==> src/rrs_settings.svh <==
`ifndef RRS_SETTINGS_SVH
`define RRS_SETTINGS_SVH

// ========================================
// register-read stage sizes
// ========================================

// functional-unit requesters, one register number each per cycle
`define RRS_NREQ 12

// read ports on the register file
`define RRS_NPORT 6

// requesters tied 1:1 to ports 0 .. RRS_NFIXED-1 and served every cycle
`define RRS_NFIXED 3

// architectural registers, register zero reads as zero
`define RRS_NREG 64
`define RRS_REG_W 6
`define RRS_DATA_W 32

// wide enough to name any read port
`define RRS_PORT_W 3

`endif

==> src/rrs_pkg.sv <==
`default_nettype none

`include "rrs_settings.svh"

// shared types of the register-read stage
package rrs_pkg;

	// architectural register number, a value of zero means no request
	typedef logic [`RRS_REG_W-1:0] areg_t;

	// value held in one architectural register
	typedef logic [`RRS_DATA_W-1:0] reg_data_t;

	// index of a register-file read port
	typedef logic [`RRS_PORT_W-1:0] port_idx_t;

endpackage

`default_nettype wire

==> src/read_data_route.sv <==
`default_nettype none
`timescale 1ns/100ps

`include "rrs_settings.svh"

module read_data_route (
	input wire clk,
	input wire rst,
	input wire [`RRS_NREQ-1:0] grant_i,
	input wire rrs_pkg::port_idx_t [`RRS_NREQ-1:0] grant_port_i,
	input wire rrs_pkg::reg_data_t [`RRS_NPORT-1:0] port_data_i,
	output logic [`RRS_NREQ-1:0] ack_o,
	output rrs_pkg::reg_data_t [`RRS_NREQ-1:0] rd_data_o
);

	// grant map held back one edge to sit alongside the register-file data
	logic [`RRS_NREQ-1:0] grant_q;
	rrs_pkg::port_idx_t [`RRS_NREQ-1:0] grant_port_q;

	always_ff @(posedge clk) begin
		if (rst) begin
			grant_q <= '0;
		end else begin
			grant_q <= grant_i;
		end
		grant_port_q <= grant_port_i;
	end

	// ========================================
	// return path
	// ========================================

	// each acknowledged requester pulls the data of the port it was given,
	// the others see zero
	always_comb begin
		for (int r = 0; r < `RRS_NREQ; r++) begin
			ack_o[r] = grant_q[r];
			if (grant_q[r]) begin
				rd_data_o[r] = port_data_i[grant_port_q[r]];
			end else begin
				rd_data_o[r] = '0;
			end
		end
	end

	// a port carries one register per cycle, so two requesters acknowledged
	// together must have been given different ports by the selector
	for (genvar a = 0; a < `RRS_NREQ; a++) begin : g_pair_a
		for (genvar b = a + 1; b < `RRS_NREQ; b++) begin : g_pair_b
			a_port_unique: assert property (@(posedge clk) disable iff (rst)
				!(ack_o[a] && ack_o[b] && grant_port_q[a] == grant_port_q[b]));
		end
	end

endmodule

`default_nettype wire

==> config.mk <==
export PLATFORM = sky130hd
export DESIGN_NAME = read_data_route
export DESIGN_NICKNAME = d
export VERILOG_FILES = /design/src/rrs_pkg.sv /design/src/read_data_route.sv
export VERILOG_INCLUDE_DIRS = /design/src
export SDC_FILE = /design/constraint.sdc
export NUM_CORES = 1
export LEC_CHECK = 0
export BUFFER_PORTS_ARGS = -buffer_cell sky130_fd_sc_hd__buf_2
export CORE_AREA = 2 2 249 251
export DETAILED_ROUTE_END_ITERATION = 6
export DIE_AREA = 0 0 251 253
export GPL_ROUTABILITY_DRIVEN = 0
export HOLD_SLACK_MARGIN = 0.03
export PLACE_DENSITY = 0.55
export SYNTH_ARGS = -nofsm -noshare
export SYNTH_HDL_FRONTEND = slang
export SYNTH_SLANG_ARGS = --single-unit
==> constraint.sdc <==
create_clock -name clk -period 1.6 [get_ports clk]
set_input_delay 0.08 -clock clk [delete_from_list [all_inputs] [get_ports clk]]
set_output_delay 0.08 -clock clk [all_outputs]
set_load 0.01 [all_outputs]
==> results.md <==
- The flow ran to the end, but the final reports show violations.
- The checks that failed: negative setup slack.
- The floorplan step set the die width to 251 um.
- The pin slew with the least headroom to its limit is 0.617 ns.
- For this run, the number of Yosys warnings is 0.
- The smallest clock period supported by the final layout is computed as 1.91 ns.
- The class of the worst hold path is input pin to flip-flop.
- The share of total power dissipated in the clock network is 11.7%.
- Global routing used 57.7% of the available met2 tracks.
- The first detailed-routing pass took 7 iterations.
- The post-layout net count is 3212.
- The remaining global-route overflow is 0.
- The cell depth of the worst min-delay path is 2.
- The overall routed net length is 138000 um.
- Port buffering added 637 buffers.
- The maximum VDD drop is 0.398 mV.
- The I/O pin count is 638.
- The switching share of power is 51.1%.
- Timing analysis after detailed placement gives a worst setup slack of -0.117 ns.
- The clock passes through at most 2 buffers.
- The initial DRC count is 3805.
- TritonCTS built the clock tree.
- The multi-input combinational cells in the finished layout cover a total of 18400 um2.
- The CTS H-tree depth is 2.
- The post-layout total power is 10.6 mW.
- Across the run, the number of max-cap violations was 0.
- For this design the static power due to leakage is 14.5 nW.
- The synthesized netlist net count is 2703.
- In this run the core area contains 91 standard-cell rows.
- The endpoint required time on the critical path is 1.52 ns.
- The register area share after synthesis is 4.66%.
- The area of the die is 63500 um2.
- Entering global routing, the biggest net connects 39 pins.
- The number of antenna violations at the first check in global routing is 9.
- The total of flip-flops plus latches after synthesis is 48.
- Headroom to the max-slew limit came out at 58.8%.
- By count the netlist is led by mux2i_1, o22a_1, o21ai_1.
- In the routed design, unresolved DRC markers number 0.
- The total area inside the core boundary comes to 61000 um2.
- The leading cell type by number of instances after synthesis is mux2i_1.
- In the post-route analysis, the smallest setup slack over all paths is -0.306 ns.
- The synthesized design contains 0 enable-type register cells.
- Sequential cells burn 12.5% of the power.
- The category of the critical setup timing path is flip-flop to output pin.
- The floorplan die height is 253 um.
- Dividing total power by cell area gives a power density of 371 nW/um2.
- The number of vias per cell is 6.94.
- The final clock period utilization by the worst path is 119%.
- Clock-pin slew was measured on the worst setup and hold paths at 0.09 ns.
- Compared with the post-synthesis result, the final layout area differs by 37.8%.
- The netlist area before placement is 20600 um2.
- Setup violations remaining at the end of the flow were counted as 384.
- The routed length per placed instance is 36.6 um.
- The startpoint of the lowest-slack hold path is grant_i[6].
- The internal power of the cells totals 5.16 mW.
- STA classifies the critical path startpoint as a flip-flop.
- The proportion of power drawn by combinational gates is 75.8%.
- The count of nets left with antenna violations once routing finished came out at 0.
- Buffers inserted during clock tree synthesis total 5.
- The layout has 5817 filler cells.
- The via count is 26143.
- For this run, global-route usage on met3 was measured as 10.6%.
- The total clock sinks is 48.
- The post-route netlist has 41.9% of its cells at a drive strength greater than 1.
- Of all flip-flops after synthesis, the portion carrying an async set or reset was 0%.
- The worst hold margin is 0.0452 ns.
- The type of destination of the critical path is an output pin.
- The number of failing hold endpoints at the final stage is 0.
- The synthesized design spends more area on one cell type than any other, namely mux2i_1.
- The tree is rooted in a clkbuf_16.
- For this design the total switching power over the nets is 5.40 mW.
- Setup repair after global routing could not meet its margin everywhere.
- The proportion of netlist area held by the largest area contributor is 55.9%.
- The met1 demand-to-capacity share in global routing is 46.4%.
- Each instance of the synthesized netlist takes up on average 8.39 um2.
- The initial cell density of the core is 33.8%.
- The cell count after synthesis came out at 2461.
- The number of global-route vias before repair is 24471.
- The data arrival time of the worst path is 1.83 ns.
- In this run the most used layer during global routing was met2.
- The worst-path maximum fanout is 9.
- The path with the worst hold slack has its endpoint at ack_o[6]$_SDFF_PP0_.
- The number of slew-limit violations in the final report is 0.
- For this run, the top clock speed supported by timing is 0.525 GHz.
- The primary flip-flop cell chosen by synthesis mapping is dfxtp_1.
- The area taken by flip-flops and latches is 1060 um2.
- The global-route wire length before repair is 177000 um.
- Across every metal layer, demand over resource in global routing totals 37.9%.
- Counting distinct cell types in the post-synthesis netlist gives 12.
- Ranked by total cell area, the synthesized netlist is headed by mux2i_1, o22a_1, o21ai_1.
- The wire-length estimate of the detail-placed layout is 82700 um.
-- layer usage --
layer | wire length [um] | vias to the layer above
li1 | - | 10461
met1 | 50800 | 12520
met2 | 58000 | 2476
met3 | 17800 | 678
met4 | 11100 | 8
met5 | 50 | -
-- metrics by stage --
stage | TNS (ns) | cell area (um2) | utilization, % | cells
3_5_place_dp | -3.02 | 24800 | 40.7 | 3611
3_3_place_gp | -2.48 | 24800 | 40.7 | 3611
2_1_floorplan | 0 | 20600 | - | 2461
4_1_cts | -83.18 | 27100 | 44.4 | 3701
6_report | -90.91 | 28400 | 46.6 | 3766
5_1_grt | -102.62 | 28400 | 46.6 | 3761
-- registers in the layout, indices dropped and copies added (netlist names) --
name / count
ack_o: 12
grant_port_q: 36
-- cells in the final DEF, fill, tap and decap left out --
cell type      count
buf_12            87
buf_16            24
buf_2            619
buf_4            106
buf_6             36
buf_8              9
clkbuf_16         27
clkbuf_8           1
clkinv_2           1
dfxtp_1           16
dfxtp_2            8
dfxtp_4           24
diode_2            5
dlygate4sd3_1     44
inv_6              1
mux2i_1         1138
mux2i_2           11
mux2i_4            3
nand3b_1          24
nor2b_1           12
o21ai_1          109
o21ai_2          265
o21ai_4           10
o22a_1           384
or3b_4            12
-- critical path, cell delays in order (launching register included) --
cell and delay [ns]:
dfxtp_2 0.33, or3b_4 0.49, buf_12 0.21, o22a_1 0.19, o21ai_2 0.10, buf_2 0.17
-- how the worst max path moves through the flow --
stage                        startpoint              to  slack, ns  cells past startpoint
4_1_cts         grant_port_q[6]$_DFF_P_   rd_data_o[74]      -0.31                      5
2_1_floorplan   grant_port_q[9]$_DFF_P_  rd_data_o[100]       0.21                      6
3_3_place_gp    grant_port_q[6]$_DFF_P_   rd_data_o[84]      -0.11                      6
3_5_place_dp    grant_port_q[6]$_DFF_P_   rd_data_o[74]      -0.12                      5
5_1_grt        grant_port_q[28]$_DFF_P_  rd_data_o[309]      -0.33                      6
6_report        grant_port_q[5]$_DFF_P_   rd_data_o[62]      -0.31                      5
-- repair_timing --
item,in CTS,in global routing
gates cloned,20,26
endpoints found under the hold margin,44,0
pin swaps,15,65
resized for setup,255,137
setup endpoints to repair,384,384
hold buffers,44,0
setup buffers,18,39
-- power by group through the flow --
stage / logic (mW) / clock network [mW] / registers (mW)
global route: 8.20 / 1.28 / 1.33
finish: 8.00 / 1.24 / 1.32
CTS: 7.32 / 1.25 / 1.31
floorplan: 4.22 / 0 / 1.32
global placement: 6.60 / 0 / 1.32
detailed placement: 6.71 / 0 / 1.33
-- kinds of logic (layout without fill, tap and decap cells) --
family / Yosys count / in the layout / share of synthesized area, %
compound gates: 768 / 768 / 27.1
buf+inv: 445 / 955 / 10.7
flops: 48 / 48 / 4.66
mux: 1152 / 1152 / 55.9
other cells: 0 / 5 / 0
simple gates: 48 / 48 / 1.75
-- area by class of cell --
type / count / area share [%]
flip-flops and latches: 48 / 3.73
clock buffers: 6 / 0.488
clock inverters: 2 / 0.0484
multi-input cells: 1968 / 64.7
well taps: 790 / 3.48
diodes: 5 / 0.0440
repair buffers: 947 / 27.5
No activity file was read; power rests on OpenSTA's default activity.
